<file path="config.mk">
export PLATFORM = sky130hd
export DESIGN_NAME = memory_loader_top
export DESIGN_NICKNAME = d
export VERILOG_FILES = /design/src/logic/loader_pkg.sv /design/src/logic/wb_if.sv /design/src/logic/flash_read_if.sv /design/src/logic/spi_flash_reader.sv /design/src/logic/boot_loader.sv /design/src/logic/host_port.sv /design/src/logic/bus_arbiter.sv /design/src/logic/memory_loader_top.sv
export SDC_FILE = /design/constraint.sdc
export NUM_CORES = 1
export LEC_CHECK = 0
export ABC_AREA = 1
export BUFFER_PORTS_ARGS = -buffer_cell sky130_fd_sc_hd__buf_2
export CAP_MARGIN = 20
export CELL_PAD_IN_SITES_DETAIL_PLACEMENT = 1
export CELL_PAD_IN_SITES_GLOBAL_PLACEMENT = 1
export CORE_MARGIN = 2
export CORE_UTILIZATION = 43
export DETAILED_ROUTE_END_ITERATION = 8
export GPL_ROUTABILITY_DRIVEN = 0
export MAX_ROUTING_LAYER = met4
export PLACE_DENSITY_LB_ADDON = 0.1
export SLEW_MARGIN = 30
export SYNTH_ARGS = -nofsm -noshare
export SYNTH_HDL_FRONTEND = slang
export SYNTH_SLANG_ARGS = --single-unit
</file>
<file path="constraint.sdc">
create_clock -name clk -period 4.2 [get_ports clk]
set_clock_uncertainty 0.2 [all_clocks]
set_input_delay 1.05 -clock clk [delete_from_list [all_inputs] [get_ports clk]]
set_output_delay 1.05 -clock clk [all_outputs]
set_load 0.01 [all_outputs]
</file>
<file path="src/logic/loader_pkg.sv">
//--------------------------------------------------------------------------
// Memory loader shared definitions
// Word and address types, flash opcode, boot image layout and the
// SPI clock divider used by the flash reader
//--------------------------------------------------------------------------
`default_nettype none

package loader_pkg;

  // One RAM word and its word address
  typedef logic [31:0] data_t;
  typedef logic [23:0] word_addr_t;

  // Flash side
  typedef logic [23:0] flash_addr_t;
  typedef logic [7:0]  byte_t;

  // Number of image pages
  typedef logic [15:0] page_count_t;

  //--------------------------------------------------------------------------
  // Flash opcodes and image layout
  //--------------------------------------------------------------------------
  localparam logic [7:0]  FLASH_READ      = 8'h03;
  localparam logic [15:0] BOOT_FIRST_PAGE = 16'h0800;
  localparam int          PAGE_BYTES      = 256;
  localparam int          PAGE_WORDS      = 64;

  // clk cycles per SPI clock half
  localparam int          SPI_HALF_PERIOD = 1;

endpackage

`default_nettype wire

</file>
<file path="src/logic/wb_if.sv">
//--------------------------------------------------------------------------
// Wishbone classic bus
// Single transfer per cycle frame, word addressed
//--------------------------------------------------------------------------
`default_nettype none
`timescale 1ns/10ps

interface wb_if;

  logic                   cyc;
  logic                   stb;
  logic                   we;
  loader_pkg::word_addr_t adr;
  loader_pkg::data_t      dat_w;
  loader_pkg::data_t      dat_r;
  logic                   ack;

  modport master (
    output cyc, stb, we, adr, dat_w,
    input  dat_r, ack
  );

  modport slave (
    input  cyc, stb, we, adr, dat_w,
    output dat_r, ack
  );

endinterface

`default_nettype wire

</file>
<file path="src/logic/flash_read_if.sv">
//--------------------------------------------------------------------------
// Flash read request and byte stream
// Start pulse with address and length, bytes returned over valid/ready
//--------------------------------------------------------------------------
`default_nettype none
`timescale 1ns/10ps

interface flash_read_if;

  logic                    start;
  loader_pkg::flash_addr_t addr;
  loader_pkg::flash_addr_t len;
  loader_pkg::byte_t       rd_byte;
  logic                    byte_valid;
  logic                    byte_ready;
  logic                    busy;

  modport master (
    output start, addr, len, byte_ready,
    input  rd_byte, byte_valid, busy
  );

  modport slave (
    input  start, addr, len, byte_ready,
    output rd_byte, byte_valid, busy
  );

endinterface

`default_nettype wire

</file>
<file path="src/logic/spi_flash_reader.sv">
//--------------------------------------------------------------------------
// SPI flash reader
// Sends READ with a 24-bit address, then shifts in len bytes MSB first
// and hands them out one at a time. The SPI clock is held low while a
// finished byte waits to be taken
//--------------------------------------------------------------------------
`default_nettype none
`timescale 1ns/10ps

module spi_flash_reader (
  input  wire          clk,
  input  wire          reset_in,
  flash_read_if.slave  rd,
  output logic         flash_sclk,
  output logic         flash_cs_n,
  output logic         flash_mosi,
  input  wire          flash_miso
);

  typedef enum logic [1:0] {ST_IDLE, ST_CMD, ST_DATA, ST_DONE} state_t;

  state_t                  state;
  logic [$clog2(loader_pkg::SPI_HALF_PERIOD + 1)-1:0] half_cnt;
  logic [4:0]              bit_cnt;
  loader_pkg::flash_addr_t byte_cnt;
  loader_pkg::flash_addr_t len_q;
  logic [31:0]             cmd_sr;
  loader_pkg::byte_t       in_sr;
  logic                    running;
  logic                    tick;
  logic                    stall;

  assign running = (state == ST_CMD) || (state == ST_DATA);
  assign tick    = running && (half_cnt == loader_pkg::SPI_HALF_PERIOD - 1);

  // Held byte not taken this cycle
  assign stall   = rd.byte_valid && !rd.byte_ready;

  // Idle low while deselected
  assign flash_mosi = !flash_cs_n && cmd_sr[31];

  //--------------------------------------------------------------------------
  // Control FSM and SPI clock
  //--------------------------------------------------------------------------
  always_ff @(posedge clk or posedge reset_in) begin
    if (reset_in) begin
      state         <= ST_IDLE;
      half_cnt      <= '0;
      bit_cnt       <= '0;
      byte_cnt      <= '0;
      flash_sclk    <= 1'b0;
      flash_cs_n    <= 1'b1;
      rd.busy       <= 1'b0;
      rd.byte_valid <= 1'b0;
    end else begin
      if (rd.byte_valid && rd.byte_ready) begin
        rd.byte_valid <= 1'b0;
      end
      half_cnt <= (tick || !running) ? '0 : half_cnt + 1'b1;

      case (state)
        ST_IDLE: begin
          if (rd.start) begin
            state      <= ST_CMD;
            rd.busy    <= 1'b1;
            flash_cs_n <= 1'b0;
            bit_cnt    <= '0;
            byte_cnt   <= '0;
          end
        end
        ST_CMD, ST_DATA: begin
          if (tick) begin
            if (!flash_sclk) begin
              if (!stall) begin
                flash_sclk <= 1'b1;
              end
            end else begin
              // Falling edge ends one bit
              flash_sclk <= 1'b0;
              bit_cnt    <= bit_cnt + 5'd1;
              if (state == ST_CMD) begin
                if (bit_cnt == 5'd31) begin
                  state   <= ST_DATA;
                  bit_cnt <= '0;
                end
              end else if (bit_cnt[2:0] == 3'd7) begin
                rd.byte_valid <= 1'b1;
                byte_cnt      <= byte_cnt + 1'b1;
                if (byte_cnt == len_q - 1'b1) begin
                  state <= ST_DONE;
                end
              end
            end
          end
        end
        ST_DONE: begin
          // Release the flash once the last byte is taken
          if (!rd.byte_valid || rd.byte_ready) begin
            state      <= ST_IDLE;
            flash_cs_n <= 1'b1;
            rd.busy    <= 1'b0;
          end
        end
        default: state <= ST_IDLE;
      endcase
    end
  end

  //--------------------------------------------------------------------------
  // Shift registers
  //--------------------------------------------------------------------------
  always_ff @(posedge clk) begin
    if (state == ST_IDLE && rd.start) begin
      cmd_sr <= {loader_pkg::FLASH_READ, rd.addr};
      len_q  <= rd.len;
    end else if (tick && flash_sclk) begin
      // MOSI moves on the falling edge, MISO sampled while SCLK is high
      cmd_sr <= {cmd_sr[30:0], 1'b0};
      in_sr  <= {in_sr[6:0], flash_miso};
      if (state == ST_DATA && bit_cnt[2:0] == 3'd7) begin
        rd.rd_byte <= {in_sr[6:0], flash_miso};
      end
    end
  end

  // A new read is only requested while the reader is idle
  assert property (@(posedge clk) disable iff (reset_in) rd.start |-> !rd.busy);

endmodule

`default_nettype wire

</file>
<file path="src/logic/boot_loader.sv">
//--------------------------------------------------------------------------
// Boot loader
// Reads the image page by page from flash, packs bytes big-endian into
// words and writes them to RAM over Wishbone. The page count comes from
// the first word of page 0
//--------------------------------------------------------------------------
`default_nettype none
`timescale 1ns/10ps

module boot_loader (
  input  wire          clk,
  input  wire          reset_in,
  flash_read_if.master rd,
  wb_if.master         wb,
  output logic         boot_done
);

  typedef enum logic [2:0] {ST_START, ST_BYTES, ST_WRITE, ST_NEXT, ST_DONE} state_t;

  state_t                                      state;
  loader_pkg::page_count_t                     page;
  loader_pkg::page_count_t                     page_total;
  loader_pkg::page_count_t                     hdr_count;
  logic [$clog2(loader_pkg::PAGE_WORDS)-1:0]   word_idx;
  logic [1:0]                                  byte_idx;
  loader_pkg::data_t                           word_buf;

  // Flash page address and RAM word address both follow the page counter
  assign rd.addr       = {loader_pkg::BOOT_FIRST_PAGE + page, 8'h00};
  assign rd.len        = loader_pkg::flash_addr_t'(loader_pkg::PAGE_BYTES);
  assign rd.byte_ready = (state == ST_BYTES);

  assign wb.we    = 1'b1;
  assign wb.adr   = loader_pkg::word_addr_t'({page, word_idx});
  assign wb.dat_w = word_buf;

  // Low half of the word being completed
  assign hdr_count = {word_buf[7:0], rd.rd_byte};

  always_ff @(posedge clk or posedge reset_in) begin
    if (reset_in) begin
      state      <= ST_START;
      page       <= '0;
      page_total <= '0;
      word_idx   <= '0;
      byte_idx   <= '0;
      rd.start   <= 1'b0;
      wb.cyc     <= 1'b0;
      wb.stb     <= 1'b0;
      boot_done  <= 1'b0;
    end else begin
      rd.start <= 1'b0;
      case (state)
        ST_START: begin
          if (!rd.busy) begin
            rd.start <= 1'b1;
            word_idx <= '0;
            byte_idx <= '0;
            state    <= ST_BYTES;
          end
        end
        ST_BYTES: begin
          if (rd.byte_valid) begin
            byte_idx <= byte_idx + 2'd1;
            if (byte_idx == 2'd3) begin
              wb.cyc <= 1'b1;
              wb.stb <= 1'b1;
              state  <= ST_WRITE;
              // Header word, zero means a single page
              if (page == '0 && word_idx == '0) begin
                page_total <= (hdr_count == '0) ? 16'd1 : hdr_count;
              end
            end
          end
        end
        ST_WRITE: begin
          if (wb.ack) begin
            wb.cyc   <= 1'b0;
            wb.stb   <= 1'b0;
            word_idx <= word_idx + 1'b1;
            state    <= (word_idx == loader_pkg::PAGE_WORDS - 1) ? ST_NEXT : ST_BYTES;
          end
        end
        ST_NEXT: begin
          if (page + 16'd1 == page_total) begin
            boot_done <= 1'b1;
            state     <= ST_DONE;
          end else begin
            page  <= page + 16'd1;
            state <= ST_START;
          end
        end
        ST_DONE: state <= ST_DONE;
        default: state <= ST_START;
      endcase
    end
  end

  // Big-endian packing, first byte ends up in the top lane
  always_ff @(posedge clk) begin
    if (state == ST_BYTES && rd.byte_valid) begin
      word_buf <= {word_buf[23:0], rd.rd_byte};
    end
  end

  // Write frame held with the same address and data until the slave acks
  assert property (@(posedge clk) disable iff (reset_in)
    wb.stb && !wb.ack |=> wb.stb && $stable(wb.adr) && $stable(wb.dat_w));

endmodule

`default_nettype wire

</file>
<file path="src/logic/host_port.sv">
//--------------------------------------------------------------------------
// Host access port
// Turns single read and write requests into one Wishbone frame each
// once the boot has finished
//--------------------------------------------------------------------------
`default_nettype none
`timescale 1ns/10ps

module host_port (
  input  wire                         clk,
  input  wire                         reset_in,
  input  wire                         boot_done,
  input  wire                         write_req,
  input  wire                         read_req,
  input  wire loader_pkg::word_addr_t addr,
  input  wire loader_pkg::data_t      data_write,
  output loader_pkg::data_t           data_read,
  output logic                        read_valid,
  output logic                        busy,
  wb_if.master                        wb
);

  logic                   active;
  logic                   accept;
  logic                   we_q;
  loader_pkg::word_addr_t adr_q;
  loader_pkg::data_t      dat_q;

  assign busy   = active || !boot_done;
  assign accept = !busy && (write_req || read_req);

  assign wb.cyc   = active;
  assign wb.stb   = active;
  assign wb.we    = we_q;
  assign wb.adr   = adr_q;
  assign wb.dat_w = dat_q;

  always_ff @(posedge clk or posedge reset_in) begin
    if (reset_in) begin
      active     <= 1'b0;
      read_valid <= 1'b0;
    end else begin
      read_valid <= 1'b0;
      if (accept) begin
        active <= 1'b1;
      end else if (active && wb.ack) begin
        active     <= 1'b0;
        read_valid <= !we_q;
      end
    end
  end

  // Request latch, write has priority
  always_ff @(posedge clk) begin
    if (accept) begin
      we_q  <= write_req;
      adr_q <= addr;
      dat_q <= data_write;
    end
    if (active && wb.ack && !we_q) begin
      data_read <= wb.dat_r;
    end
  end

endmodule

`default_nettype wire

</file>
<file path="src/logic/bus_arbiter.sv">
//--------------------------------------------------------------------------
// Wishbone arbiter
// Two masters share one RAM slave. The grant is held for a whole frame
// and the boot loader wins when both open a frame together
//--------------------------------------------------------------------------
`default_nettype none
`timescale 1ns/10ps

module bus_arbiter (
  input  wire  clk,
  input  wire  reset_in,
  wb_if.slave  m_boot,
  wb_if.slave  m_host,
  wb_if.master ram
);

  logic host_q;
  logic host_sel;
  logic locked;

  // Owner still has its frame open
  assign locked = host_q ? m_host.cyc : m_boot.cyc;

  always_comb begin
    if (locked) begin
      host_sel = host_q;
    end else if (m_boot.cyc) begin
      host_sel = 1'b0;
    end else if (m_host.cyc) begin
      host_sel = 1'b1;
    end else begin
      host_sel = host_q;
    end
  end

  always_ff @(posedge clk or posedge reset_in) begin
    if (reset_in) begin
      host_q <= 1'b0;
    end else begin
      host_q <= host_sel;
    end
  end

  //--------------------------------------------------------------------------
  // Request mux and response routing
  //--------------------------------------------------------------------------
  assign ram.cyc   = host_sel ? m_host.cyc   : m_boot.cyc;
  assign ram.stb   = host_sel ? m_host.stb   : m_boot.stb;
  assign ram.we    = host_sel ? m_host.we    : m_boot.we;
  assign ram.adr   = host_sel ? m_host.adr   : m_boot.adr;
  assign ram.dat_w = host_sel ? m_host.dat_w : m_boot.dat_w;

  assign m_boot.ack   = ram.ack && !host_sel;
  assign m_host.ack   = ram.ack && host_sel;
  assign m_boot.dat_r = host_sel ? '0 : ram.dat_r;
  assign m_host.dat_r = host_sel ? ram.dat_r : '0;

  // Ack only reaches a master with its own frame open
  assert property (@(posedge clk) disable iff (reset_in)
    (m_boot.ack |-> m_boot.cyc) and (m_host.ack |-> m_host.cyc));

  // No grant change inside an open frame
  assert property (@(posedge clk) disable iff (reset_in)
    ram.cyc && !ram.ack |=> $stable(host_sel));

endmodule

`default_nettype wire

</file>
<file path="src/logic/memory_loader_top.sv">
//--------------------------------------------------------------------------
// Memory loader top level
// Boot loader and host port share the RAM bus through the arbiter.
// The boot image comes from SPI flash
//--------------------------------------------------------------------------
`default_nettype none
`timescale 1ns/10ps

module memory_loader_top (
  input  wire                         clk,
  input  wire                         reset_in,
  output wire                         boot_done,

  // Host side
  input  wire                         write_req,
  input  wire                         read_req,
  input  wire loader_pkg::word_addr_t addr,
  input  wire loader_pkg::data_t      data_write,
  output wire loader_pkg::data_t      data_read,
  output wire                         read_valid,
  output wire                         busy,

  // SPI flash
  output wire                         flash_sclk,
  output wire                         flash_cs_n,
  output wire                         flash_mosi,
  input  wire                         flash_miso,

  // RAM, Wishbone classic
  output wire                         ram_cyc,
  output wire                         ram_stb,
  output wire                         ram_we,
  output wire loader_pkg::word_addr_t ram_adr,
  output wire loader_pkg::data_t      ram_dat_w,
  input  wire loader_pkg::data_t      ram_dat_r,
  input  wire                         ram_ack
);

  wb_if         boot_bus ();
  wb_if         host_bus ();
  wb_if         ram_bus ();
  flash_read_if flash_rd ();

  spi_flash_reader u_reader (
    .clk        (clk),
    .reset_in   (reset_in),
    .rd         (flash_rd.slave),
    .flash_sclk (flash_sclk),
    .flash_cs_n (flash_cs_n),
    .flash_mosi (flash_mosi),
    .flash_miso (flash_miso)
  );

  boot_loader u_boot (
    .clk       (clk),
    .reset_in  (reset_in),
    .rd        (flash_rd.master),
    .wb        (boot_bus.master),
    .boot_done (boot_done)
  );

  host_port u_host (
    .clk        (clk),
    .reset_in   (reset_in),
    .boot_done  (boot_done),
    .write_req  (write_req),
    .read_req   (read_req),
    .addr       (addr),
    .data_write (data_write),
    .data_read  (data_read),
    .read_valid (read_valid),
    .busy       (busy),
    .wb         (host_bus.master)
  );

  bus_arbiter u_arb (
    .clk      (clk),
    .reset_in (reset_in),
    .m_boot   (boot_bus.slave),
    .m_host   (host_bus.slave),
    .ram      (ram_bus.master)
  );

  //--------------------------------------------------------------------------
  // RAM pins
  //--------------------------------------------------------------------------
  assign ram_cyc       = ram_bus.cyc;
  assign ram_stb       = ram_bus.stb;
  assign ram_we        = ram_bus.we;
  assign ram_adr       = ram_bus.adr;
  assign ram_dat_w     = ram_bus.dat_w;
  assign ram_bus.dat_r = ram_dat_r;
  assign ram_bus.ack   = ram_ack;

endmodule

`default_nettype wire

</file>
**Word level (Yosys, flattened, before mapping)**

Index checks and enable logic that the tools add are counted.
Widths: inputs -> output; s select.

- Bits in registers: 245
- Input bits: 94
- Output and inout bits: 97

- Add/sub/neg operators: 7
- Eq/ne operators: 26
- Multiplexer cells: 70
- Bitwise operators: 3
- Reduce and logical (&&, ||, !) cells: 53

Operator list:

| kind | number |
|---|---|
| $mux 24 | 8 |
| $pmux 24 s2 | 1 |
| $logic_not 16->1 | 2 |
| $mux 32 | 1 |
| $mux 1 | 28 |
| $mux 5 | 5 |
| $add 24x1->24 const B | 1 |
| $eq 24x8->1 const B | 1 |
| $mux 2 | 11 |
| $add 12x16->16 const A | 1 |
| $add 16x1->16 const B | 1 |
| $eq 16x16->1 | 1 |
| $mux 16 | 1 |
| $reduce_and 4->1 | 4 |
| $mux 3 | 5 |
| $pmux 3 s5 | 1 |
| $reduce_bool 2->1 | 7 |
| $logic_and 1x1->1 | 13 |
| $mux 6 | 2 |
| $ne 2x1->1 const B | 6 |
| $pmux 6 s2 | 1 |
| $reduce_and 3->1 | 4 |
| $pmux 5 s2 | 1 |
| $logic_not 1->1 | 8 |
| 26 further kinds | 45 |

**Longest topological paths before layout**

Gate-level depths: netlist of run 1.

- Depth in word-level cells: 8
- Depth in mapped cells: 16
- Gate-level depth less buffers: 15

**Cells and area by module**

A second synthesis of run 1 with hierarchy kept.

- Cells, all modules: 1526
- Area total of the unflattened synthesis: 13882.1 um2

By module, submodules not included:

| module | times used | cells an instance | area each (um2) | seq. area each (um2) |
|---|---|---|---|---|
| spi_flash_reader | 1 | 640 | 5536.6 | 2954.1 |
| boot_loader | 1 | 471 | 4116.4 | 2112.0 |
| host_port | 1 | 107 | 2788.9 | 2722.6 |
| bus_arbiter | 1 | 308 | 1440.1 | 25.0 |

**Worst setup path before layout of run 1**

Ideal clock, no wire load.

- Path type: input to register
- Start: input read_req
- End: register u_host.adr_q[0], in the netlist u_host.wb.adr[0] (enable)
- Setup time: 0.474 ns
- Arrival: 3.497 ns
- Data required time: 3.526 ns
- Setup slack: 0.029 ns
- Cell stages on the path: 2
- Buffers on the path: 0
- Cells stage by stage: nor2_1 > nor2_1

- Word-level cells in the longest chain between the ends: 2

RTL lines:

| what | RTL line | RTL |
|---|---|---|
| start: declaration | memory_loader_top.sv:16 | `input wire read_req,` |
| $logic_or 1x1->1 | host_port.sv:30 | `assign accept = !busy && (write_req \|\| read_req);` |
| $logic_and 1x1->1 | host_port.sv:30 |  |
| net u_host.accept | host_port.sv:24 | `logic accept;` |
| end signal: assignment | host_port.sv:57 | `adr_q <= addr;` |
| end: declaration | host_port.sv:26 | `loader_pkg::word_addr_t adr_q;` |

The timed path passes the listed nets, and every way through them passes these cells.
A chain may end at the register's enable or synchronous reset.

**Worst setup path in the final report of run 1**

- Start: register u_host.active, in the netlist u_host.wb.cyc
- End: output ram_dat_w[31]

- Word-level cells in the longest chain between the ends: 4

RTL lines:

| what | RTL line | RTL |
|---|---|---|
| start: declaration | host_port.sv:23 | `logic active;` |
| start signal: assignment | host_port.sv:40 | `active <= 1'b0;` |
| start signal: assignment | host_port.sv:45 | `active <= 1'b1;` |
| start signal: assignment | host_port.sv:47 | `active <= 1'b0;` |
| $mux 1 | bus_arbiter.sv:29 | `end else if (m_host.cyc) begin` |
| $mux 1 | bus_arbiter.sv:27 | `end else if (m_boot.cyc) begin` |
| $mux 1 * | bus_arbiter.sv:25 | `if (locked) begin` |
| $mux 32 * | bus_arbiter.sv:51 | `assign ram.dat_w = host_sel ? m_host.dat_w : m_boot.dat_w;` |
| end: declaration | memory_loader_top.sv:34 | `output wire loader_pkg::data_t ram_dat_w,` |

Mark *: on every way between the ends. The rest lies on a longest branch, timed or not.

==> metrics.md, run 1 <==
| Metric | Value |
|---|---|
| Status | `finished clean` |
| Fmax | `0.260 GHz` |
| Crit share post-route | `91.5%` |
| Clock tree buffer depth | `3` |
| Chip Height | `163 µm` |
| Max-cap viol count | `0` |
| Worst-Margin Slew | `0.785 ns` |
| Die area | `0.0267 mm²` |
| Syn-to-layout area delta | `21.8%` |
| Count of input and output buffers | `190` |
| Reg-to-reg critical path endpoint | `u_reader.rd.rd_byte[3]$_DFFE_PP_` |
| Max layer used | `met4` |
| CP Cell Sequence | `inv_1 -> o21bai_1 -> o21ai_4 -> inv_2 -> buf_12 -> nand2_1 -> nand2_1 -> buf_2` |
| Critical Path End | `ram_dat_w[31]` |
| Final non-filler cell total | `1673` |
| Hold-fix buffers at CTS | `0` |
| Filler cells | `2900` |
| Die X | `163 µm` |
| FF-to-FF path depth | `10` |
| DR WL met2 | `14.2 mm` |
| Setup Fix Bufs, Post-CTS | `0` |
| Total gr overflow | `0` |
| Synth Area per Inst | `9.76 µm²` |
| # setup viols final | `0` |
| Layout net count | `1430` |
| Met1 WL | `13.4 mm` |
| Unrepaired setup endpoints after global routing | `no` |
| Layout cells sized above 1 | `21.0%` |
| CTS sink cnt | `245` |
| Final Hold Viols | `0` |
| Crit path largest cell delay | `0.43 ns` |
| Post-DP HPWL | `21.6 mm` |
| CTS tree | `built` |
| Netlist cell types | `48` |
| Post-Syn Nets | `1228` |
| Detail Route Antenna Nets | `0` |
| Power per Cell Area | `459 mW/mm²` |
| Hold/Removal Path Class | `register to register` |
| Reg2Reg Launch Point | `u_reader.state[1]$_DFFE_PP0P_` |
| Element type at the critical path start | `register` |
| Worst R2R Setup Slack | `1.21 ns` |
| Max VDD drop | `0.309 mV` |
| CP most frequent cell | `nand2_1` |
| Final hold slack | `0.222 ns` |
| Initial antenna violation count | `1` |
| Slew headroom | `47.3%` |
| CTS buffer count | `27` |
| Total Routed Length | `30.0 mm` |
| Vias in the first global route | `8809` |
| WL met3 | `1.87 mm` |
| TNS Setup | `0 ns` |
| Register area share after synthesis | `62.7%` |
| EDFF count, synth | `152` |
| Post_cts resized | `0` |
| Total GRT Usage | `22.8%` |
| Placed insts | `1623` |
| Initial Utilization | `43.7%` |
| Static leakage | `5.98 nW` |
| WP data required | `2.95 ns` |
| Slew Limit Fails | `0` |
| Total number of vias | `8682` |
| Finished Cell Area | `0.0133 mm²` |
| Clk slew on worst S/H paths | `0.06 ns` |
| Ports | `191` |
| FFs w/ async S/R, synth | `34.7%` |
| Critical path class | `register to output port` |
| Synthesis Warnings | `0` |
| First-pass GRT wire length | `46.7 mm` |
| DRT Pass-1 Iters | `5` |
| Clock Latency Late Sink | `0.53 ns` |
| Clk root buf | `clkbuf_16` |
| CORE AREA | `0.0250 mm²` |
| Crit-path max FO | `52` |
| Largest net degree at the start of global routing | `55` |
| FP Rows | `58` |
| Post-Synthesis Cells | `1120` |
| Seq cells post-synth | `245` |
| DR WL/cell | `17.9 µm` |
| Final core utilization | `53.2%` |
| Fin crit period | `3.84 ns` |
| DRC violations left | `0` |
| DRT iter0 DRCs | `517` |
| Post-Syn Area | `0.0109 mm²` |
| Placed cell area | `0.0123 mm²` |
| CP Data Arrival Time | `2.59 ns` |
| Vias per inst | `5.19` |
| Worst setup EP type | `output port` |
| Slowest cell on crit path | `dfrtp_1` |
| Critical Path Source | `u_host.wb.cyc$_DFFE_PP0P_` |
| Htree depth | `1` |
| Dominant synthesized flop cell | `edfxtp_1` |
-- Yosys cell counts (3+ instances only) --
library cell	instances	area share [%]
buf_4	4	0.27
dfrtp_1	84	19
o31ai_1	4	0.27
ha_1	14	1.6
o21bai_1	4	0.27
inv_1	129	4.4
edfxtp_1	152	42
nor2_1	92	3.2
clkbuf_1	22	0.76
a31oi_1	3	0.17
o21ai_0	72	3.3
inv_2	3	0.10
nand4_1	16	0.92
nor2_4	4	0.41
o21a_1	3	0.21
a21oi_1	23	1.1
buf_2	4	0.18
o22ai_1	7	0.40
nand3_1	79	3.6
xnor2_1	3	0.24
nand2_1	310	11
o21ai_1	3	0.14
nor2_2	8	0.46
dfxtp_1	8	1.5
nor3_1	18	0.82
nor4_1	12	0.69
nand2_2	3	0.17
xor2_1	11	0.88
-- kinds of logic (layout without fill, tap and decap cells) --
family | after synthesis | after routing | share of synthesized area, %
compound gates | 128 | 128 | 6.54
xor+xnor | 15 | 15 | 1.33
fa+ha+maj | 14 | 14 | 1.60
buf+inv | 164 | 386 | 5.88
flops | 245 | 245 | 62.7
mux | 1 | 1 | 0.103
other cells | 1 | 2 | 0.0343
simple gates | 552 | 552 | 21.8
-- report_power, final --
part / internal (mW) / switching, mW
Combinational: 0.230 / 0.492
Sequential: 2.74 / 0.0725
Clock: 1.62 / 0.961
-- worst min-delay path by stage --
stage	from	to	slack, ns	depth (start not counted)
2_1_floorplan	u_reader.in_sr[6]$_DFFE_PP_	u_reader.rd.rd_byte[7]$_DFFE_PP_	0.20	0
3_3_place_gp	u_reader.in_sr[6]$_DFFE_PP_	u_reader.rd.rd_byte[7]$_DFFE_PP_	0.20	0
3_5_place_dp	u_reader.in_sr[6]$_DFFE_PP_	u_reader.rd.rd_byte[7]$_DFFE_PP_	0.23	0
4_1_cts	u_reader.in_sr[6]$_DFFE_PP_	u_reader.rd.rd_byte[7]$_DFFE_PP_	0.22	0
5_1_grt	u_reader.in_sr[6]$_DFFE_PP_	u_reader.rd.rd_byte[7]$_DFFE_PP_	0.22	0
6_report	u_reader.in_sr[6]$_DFFE_PP_	u_reader.rd.rd_byte[7]$_DFFE_PP_	0.22	0
-- cells in the final DEF, fill, tap and decap left out, types with 6 or more instances in the layout --
master     netlist  layout
nor2_1          92      89
bufinv_16        0       6
nand3_1         79      79
clkbuf_16        0      27
o21ai_0         72      72
edfxtp_1       152     152
nor2_2           8       9
dfrtp_1         84      84
ha_1            14      14
o22ai_1          7       7
buf_2            4     190
nor2_4           4       6
buf_4            4      12
xor2_1          11      11
inv_1          129     127
nor3_1          18      18
nor4_1          12      12
dfxtp_1          8       8
nand4_1         16      16
nand2_1        310     309
a21oi_1         23      23
-- critical path: cells and delay by family (launching register included) --
kind,cells,cell delay [ns]
AND/OR/NAND/NOR,2,0.21
buffers and inverters,4,0.92
AO/OA/AOI/OAI,2,0.45
flip-flops,1,0.43
-- per-layer routing --
layer  vias to the layer above  global-route usage [%]
li1                       4130                       -
met1                      4285                    30.1
met2                       227                    37.5
met3                        40                    3.43
met4                         0                    5.31
met5                         -                       -
-- per-stage QoR --
step	setup WS, ns	power [mW]
2_1_floorplan	0.0289	3.32
3_3_place_gp	1.05	3.55
3_5_place_dp	0.948	3.59
5_1_grt	0.147	6.39
4_1_cts	0.356	6.19
6_report	0.359	6.12
-- state kept, by name, summed over array words and instances, names as in the netlist, 2 cells and up --
register / cells
u_host.wb.adr: 24
u_reader.in_sr: 7
u_reader.byte_cnt: 24
u_host.wb.dat_w: 32
u_reader.bit_cnt: 5
u_boot.page: 16
u_boot.state: 3
u_host.data_read: 32
u_reader.state: 2
u_reader.rd.rd_byte: 8
u_boot.byte_idx: 2
u_boot.wb.dat_w: 32
u_boot.page_total: 16
u_boot.word_idx: 6
u_reader.cmd_sr: 24
-- final cells by class --
cell class	instances	area, µm²	share of cell area [%]
sequential	245	6850	51.5
multi-input combinational	711	3470	26.1
timing repair buffer	205	1100	8.27
clock buffer	35	746	5.60
inverter	132	497	3.73
tap	330	413	3.10
clock inverter	14	228	1.71
antenna	1	2.50	0.0188
No activity file was read; power rests on OpenSTA's default activity.
==> run 2, diff against run 1 <==
==> constraint.sdc (replaced) <==
create_clock -name clk -period 4.2 [get_ports clk]
set_clock_uncertainty 0.2 [all_clocks]
set_input_delay 0.42 -clock clk [delete_from_list [all_inputs] [get_ports clk]]
set_output_delay 0.42 -clock clk [all_outputs]
set_load 0.01 [all_outputs]
==> run 2 against run 1 <==
Compared with the run above:
- critical path type unchanged
- largest cell class unchanged
- cell area increased by 5.1%
- wire length increased by 6.5%
- worst setup slack improved by 0.53 ns
- critical endpoint is now ram_adr[15]
==> metrics.md, run 2 (synthesis gave the netlist of run 1 again) <==
| Metric | Value |
|---|---|
| Status | `finished clean` |
| Unrepaired setup endpoints after global routing | `no` |
| Largest net degree at the start of global routing | `72` |
| Count of input and output buffers | `190` |
| CTS sink cnt | `245` |
| DRT iter0 DRCs | `537` |
| DRT Pass-1 Iters | `5` |
| Ports | `191` |
| Clock tree buffer depth | `3` |
| Clk root buf | `clkbuf_16` |
| Final non-filler cell total | `1750` |
| Htree depth | `1` |
| Post_cts resized | `0` |
| Most frequent cells in the layout | `309 x nand2_1, 190 x buf_2, 152 x edfxtp_1` |
| Total number of vias | `8900` |
| Reg2Reg Launch Point | `u_reader.state[0]$_DFFE_PP0P_` |
| Final Hold Viols | `0` |
| Fmax | `0.302 GHz` |
| Total gr overflow | `0` |
| Critical path class | `register to output port` |
| Total Routed Length | `31.9 mm` |
| Hold Startpoint | `ram_dat_r[19]` |
| Fin crit period | `3.31 ns` |
| CTS buffer count | `27` |
| Syn-to-layout area delta | `28.0%` |
| Die area | `0.0267 mm²` |
| Element type at the critical path start | `register` |
| Max VDD drop | `0.273 mV` |
| Setup Fix Bufs, Post-CTS | `0` |
| Worst-Margin Slew | `0.928 ns` |
| Die X | `163 µm` |
| # setup viols final | `0` |
| CORE AREA | `0.0250 mm²` |
| Chip Height | `163 µm` |
| Hold/Removal Path Class | `input pin to register` |
| Slew Limit Fails | `0` |
| Detail Route Antenna Nets | `0` |
| Crit-path max FO | `54` |
| TNS Setup | `0 ns` |
| Crit share post-route | `78.8%` |
| Clk slew on worst S/H paths | `0.06 ns` |
| Max-cap viol count | `0` |
| Power per Cell Area | `433 mW/mm²` |
| Slew headroom | `38.0%` |
| Post-DP HPWL | `21.4 mm` |
| FP Rows | `58` |
| Filler cells | `2854` |
| CP Data Arrival Time | `2.69 ns` |
| Static leakage | `6.26 nW` |
| WP data required | `3.58 ns` |
| Placed insts | `1621` |
| Vias in the first global route | `9252` |
| DRC violations left | `0` |
| Worst setup EP type | `output port` |
| Initial Utilization | `43.7%` |
| Total GRT Usage | `24.8%` |
| Initial antenna violation count | `2` |
| Layout net count | `1505` |
| CTS tree | `built` |
| Leading cell type in the layout, fill and taps excluded | `nand2_1` |
| Critical Path Source | `u_host.wb.cyc$_DFFE_PP0P_` |
| DR WL/cell | `18.2 µm` |
| First-pass GRT wire length | `50.4 mm` |
| Vias per inst | `5.09` |
| Clock Latency Late Sink | `0.53 ns` |
| Layout cells sized above 1 | `19.8%` |
==> run 2: cell count changes in the layout (fill, tap and decap cells not counted), sizes merged <==
cell | previous run | this run
buf | 205 | 203
bufinv | 6 | 5
clkbuf | 35 | 31
clkinv | 7 | 12
clkinvlp | 1 | 2
diode | 1 | 2
dlygate4sd3 | 0 | 77
==> run 2: report_power, final <==
group          internal (mW)  switching, mW
Clock                   1.50          0.974
Combinational          0.268          0.496
Sequential              2.74         0.0714
Total                   4.52           1.54
==> run 2: layout make-up <==
| cell class | instances | area (µm²) | area share, % |
|---|---|---|---|
| Sequential cell | 245 | 6850 | 49.0 |
| Inverter | 132 | 497 | 3.55 |
| Timing Repair Buffer | 280 | 1820 | 13.0 |
| Antenna cell | 2 | 5.00 | 0.0358 |
| Tap cell | 330 | 413 | 2.95 |
| Clock inverter | 19 | 229 | 1.64 |
| Clock buffer | 31 | 701 | 5.01 |
| Multi-Input combinational cell | 711 | 3470 | 24.8 |
==> run 2: worst max-delay path: stages, from the launching register on <==
cell	delay [ns]
dfrtp_1	0.43
inv_1	0.10
o21bai_1	0.22
o21ai_4	0.09
inv_2	0.30
buf_4	0.54
o21ai_0	0.26
buf_2	0.20
==> run 2: metal layers <==
layer	up-vias	track usage, %	routed length (µm)	share of wire [%]
li1	4286	-	-	-
met1	4345	32.2	14300	45
met2	231	41.0	15300	48
met3	38	3.94	1750	5.5
met4	0	5.75	586	1.8
met5	-	-	0	0
==> run 2: through the flow <==
stage	area [µm²]	power, mW	worst slack, ns	hold WS (ns)	utilization (%)
floorplan	10900	3.32	0.514	0.200	-
global placement	12300	3.54	1.18	0.217	49.0
detailed placement	12300	3.57	1.08	0.206	49.1
CTS	14000	6.12	0.866	0.00166	55.8
global route	14000	6.33	0.733	0.0199	55.9
finish	14000	6.06	0.890	0.0124	55.9
==> run 2: repair_timing <==
item	in CTS	in global routing
endpoints found under the setup margin	0	0
hold buffers	77	0
hold endpoints to repair	98	0
==> run 2: final timing paths <==
kind	slack (ns)	to	cells after the start
min reg2reg	0.22	u_reader.rd.rd_byte[7]$_DFFE_PP_	0
min	0.01	u_host.data_read[19]$_SDFFCE_PN0P_	3
max reg2reg	1.10	u_reader.rd.rd_byte[6]$_DFFE_PP_	9
max	0.89	ram_adr[15]	7
max in group asynchronous	2.61	u_reader.byte_cnt[0]$_DFFE_PP0P_	4
min in group asynchronous	0.25	u_boot.page_total[0]$_DFFE_PP0P_	3
==> run 3, diff against run 2 <==
- ABC_AREA: 1 -> 0
- CORE_UTILIZATION: 43 -> 41
- clock period: 4.2 -> 2.7 ns (I/O delays scaled with it)
==> run 3 against run 2 <==
Compared with the run above:
- sequential power up 56%
- register-to-register slack worse by 0.96 ns
- critical path depth down 2
- first-iteration DRC count down 21%
- largest power group unchanged
- final cell count down 14%
==> metrics.md, run 3 <==
| Metric | Value |
|---|---|
| Post-Syn Area | `0.0106 mm²` |
| Initial Utilization | `41.9%` |
| Syn-to-layout area delta | `34.5%` |
| Post-Synthesis Cells | `821` |
| Die area | `0.0271 mm²` |
| Die X | `165 µm` |
| Vias in the first global route | `7956` |
| Hold/Removal Path Class | `input pin to register` |
| FF-to-FF path depth | `9` |
| Crit-path max FO | `48` |
| FP Rows | `58` |
| DRT iter0 DRCs | `426` |
| Synth Area per Inst | `12.9 µm²` |
| Total gr overflow | `0` |
| Detail Route Antenna Nets | `0` |
| Most frequent cells in the layout | `190 x buf_2, 152 x edfxtp_1, 95 x nand2_1` |
| Worst R2R Setup Slack | `0.14 ns` |
| Initial antenna violation count | `1` |
| Total Routed Length | `28.9 mm` |
| Total number of vias | `7616` |
| CTS sink cnt | `245` |
| Max VDD drop | `0.426 mV` |
| DRT Pass-1 Iters | `4` |
| Htree depth | `1` |
| Filler cells | `2616` |
| Max-cap viol count | `0` |
| Leading cell type in the layout, fill and taps excluded | `buf_2` |
| CORE AREA | `0.0253 mm²` |
| Crit share post-route | `95.4%` |
| Reg2Reg Launch Point | `u_boot.page[12]$_DFFE_PP0P_` |
| Dominant synthesized flop cell | `edfxtp_1` |
| First-pass GRT wire length | `44.6 mm` |
| Final core utilization | `56.3%` |
| Most instantiated cells after synthesis | `152 x edfxtp_1, 96 x nand2_1, 84 x dfrtp_1` |
| Power per Cell Area | `653 mW/mm²` |
| Chip Height | `165 µm` |
| DRC violations left | `0` |
| TNS Setup | `0 ns` |
| CTS tree | `built` |
| Clk slew on worst S/H paths | `0.06 ns` |
| CTS buffer count | `28` |
| EDFF count, synth | `152` |
| Reg-to-reg critical path endpoint | `u_boot.page[10]$_DFFE_PP0P_` |
| Layout net count | `1256` |
| Element type at the critical path start | `register` |
| Yosys top cell area share | `43.2%` |
| Fin crit period | `2.58 ns` |
| WP data required | `2.23 ns` |
| Fmax | `0.388 GHz` |
| Worst setup EP type | `output port` |
| Static leakage | `5.87 nW` |
| Critical Path Source | `u_boot.wb.cyc$_DFFE_PP0P_` |
| Register area share after synthesis | `64.8%` |
| Vias per inst | `5.07` |
| Post-DP HPWL | `18.7 mm` |
| Clock Latency Late Sink | `0.55 ns` |
| Status | `finished clean` |
| CP Data Arrival Time | `2.11 ns` |
| DR WL/cell | `19.3 µm` |
| Critical Path End | `ram_dat_w[10]` |
| Most common cell in the netlist | `edfxtp_1` |
| Netlist cell types | `64` |
| Count of input and output buffers | `190` |
| Ports | `191` |
| Critical path class | `register to output port` |
| Final hold slack | `0.00844 ns` |
| Largest cells by area after synthesis | `edfxtp_1 43%, dfrtp_1 20%, mux2_2 6.8%` |
| Unrepaired setup endpoints after global routing | `no` |
| Layout cells sized above 1 | `33.0%` |
| Area leader, netlist | `edfxtp_1` |
| Slew headroom | `53.5%` |
| Seq cells post-synth | `245` |
| # setup viols final | `0` |
| Clock tree buffer depth | `3` |
| Worst-Margin Slew | `0.697 ns` |
| Clk root buf | `clkbuf_16` |
| FFs w/ async S/R, synth | `34.7%` |
| Synthesis Warnings | `0` |
| Post-Syn Nets | `929` |
| Largest net degree at the start of global routing | `97` |
| Total GRT Usage | `21.7%` |
| Final Hold Viols | `0` |
| Slew Limit Fails | `0` |
## run 3: changes by cell type in the layout (fill, tap and decap cells not counted), sizes merged, moves of 22 or more
cell	change
and2	+36
xnor2	+22
mux2	+64
inv	-117
nand3	-55
nand2	-219
buf	+40
o21ai	-37
nor2	-59
## run 3: worst max-delay path, stage by stage, from the launching register on
cell and delay, ns:
dfrtp_1 0.38, inv_1 0.11, maj3_4 0.25, buf_16 0.27, mux2_2 0.39, buf_2 0.15
## run 3: timing repair
item / in CTS / in global routing
hold buffers: 91 / 0
endpoints found under the hold margin: 123 / 0
setup buffers: 0 / 1
resized for setup: 0 / 19
endpoints found under the setup margin: 0 / 74
## run 3: cell families after synthesis
kind of cell             Yosys count  share of synthesized area (%)
flip-flops                       245                           64.8
XOR/XNOR                          56                           4.64
AND/OR/NAND/NOR                  296                           14.5
other                              1                         0.0355
adder cells (fa/ha/maj)           15                           1.75
buffers and inverters             55                           2.18
multiplexers                      67                           7.11
AO/OA/AOI/OAI                     86                           4.97
## run 3: area by class of cell
type                            count  area, µm²  area share (%)
Sequential cell                   245       6860            48.2
Multi-Input combinational cell    521       3570            25.1
Timing Repair Buffer              335       2350            16.5
Clock buffer                       33        729            5.13
Tap cell                          330        413            2.90
Clock inverter                     19        235            1.65
Inverter                           17       65.1           0.458
Antenna cell                        1       2.50          0.0176
## run 3: worst min path at each step
stage                   from  depth (start not counted)  slack (ns)                     endpoint
floorplan            addr[0]                          0        0.17   u_host.wb.adr[0]$_DFFE_PP_
global placement    reset_in                          2        0.20   u_boot.page[3]$_DFFE_PP0P_
detailed placement  reset_in                          2        0.20   u_boot.page[3]$_DFFE_PP0P_
CTS                  ram_ack                          3       0.001  u_host.read_valid$_DFF_PP0_
global route         ram_ack                          3        0.03  u_host.read_valid$_DFF_PP0_
finish               ram_ack                          3       0.008  u_host.read_valid$_DFF_PP0_
## run 3: through the flow
| stage | total power, mW | cell area (µm²) | setup slack (ns) | std cells |
|---|---|---|---|---|
| 4_1_cts | 9.37 | 14100 | 0.0122 | 1498 |
| 2_1_floorplan | 4.91 | 10600 | 0.0224 | 821 |
| 3_5_place_dp | 5.27 | 12200 | 0.0234 | 1355 |
| 6_report | 9.28 | 14200 | 0.124 | 1501 |
| 3_3_place_gp | 5.23 | 12200 | 0.0759 | 1355 |
| 5_1_grt | 9.69 | 14200 | 0.000638 | 1501 |
## run 3: layer usage
layer	vias to the layer above	wire, µm	track usage (%)
met5	-	0	-
met4	0	508	5.18
met3	34	1600	3.72
met2	196	13700	35.4
met1	3779	13100	28.5
li1	3607	-	-
## run 3: where the power goes
part           leakage [nW]  total (mW)  internal, mW  switching (mW)
Combinational          2.87       0.908         0.425           0.483
Sequential             2.52        4.39          4.26           0.133
Clock                 0.483        3.98          2.41            1.56
Total                  5.87        9.28          7.10            2.18
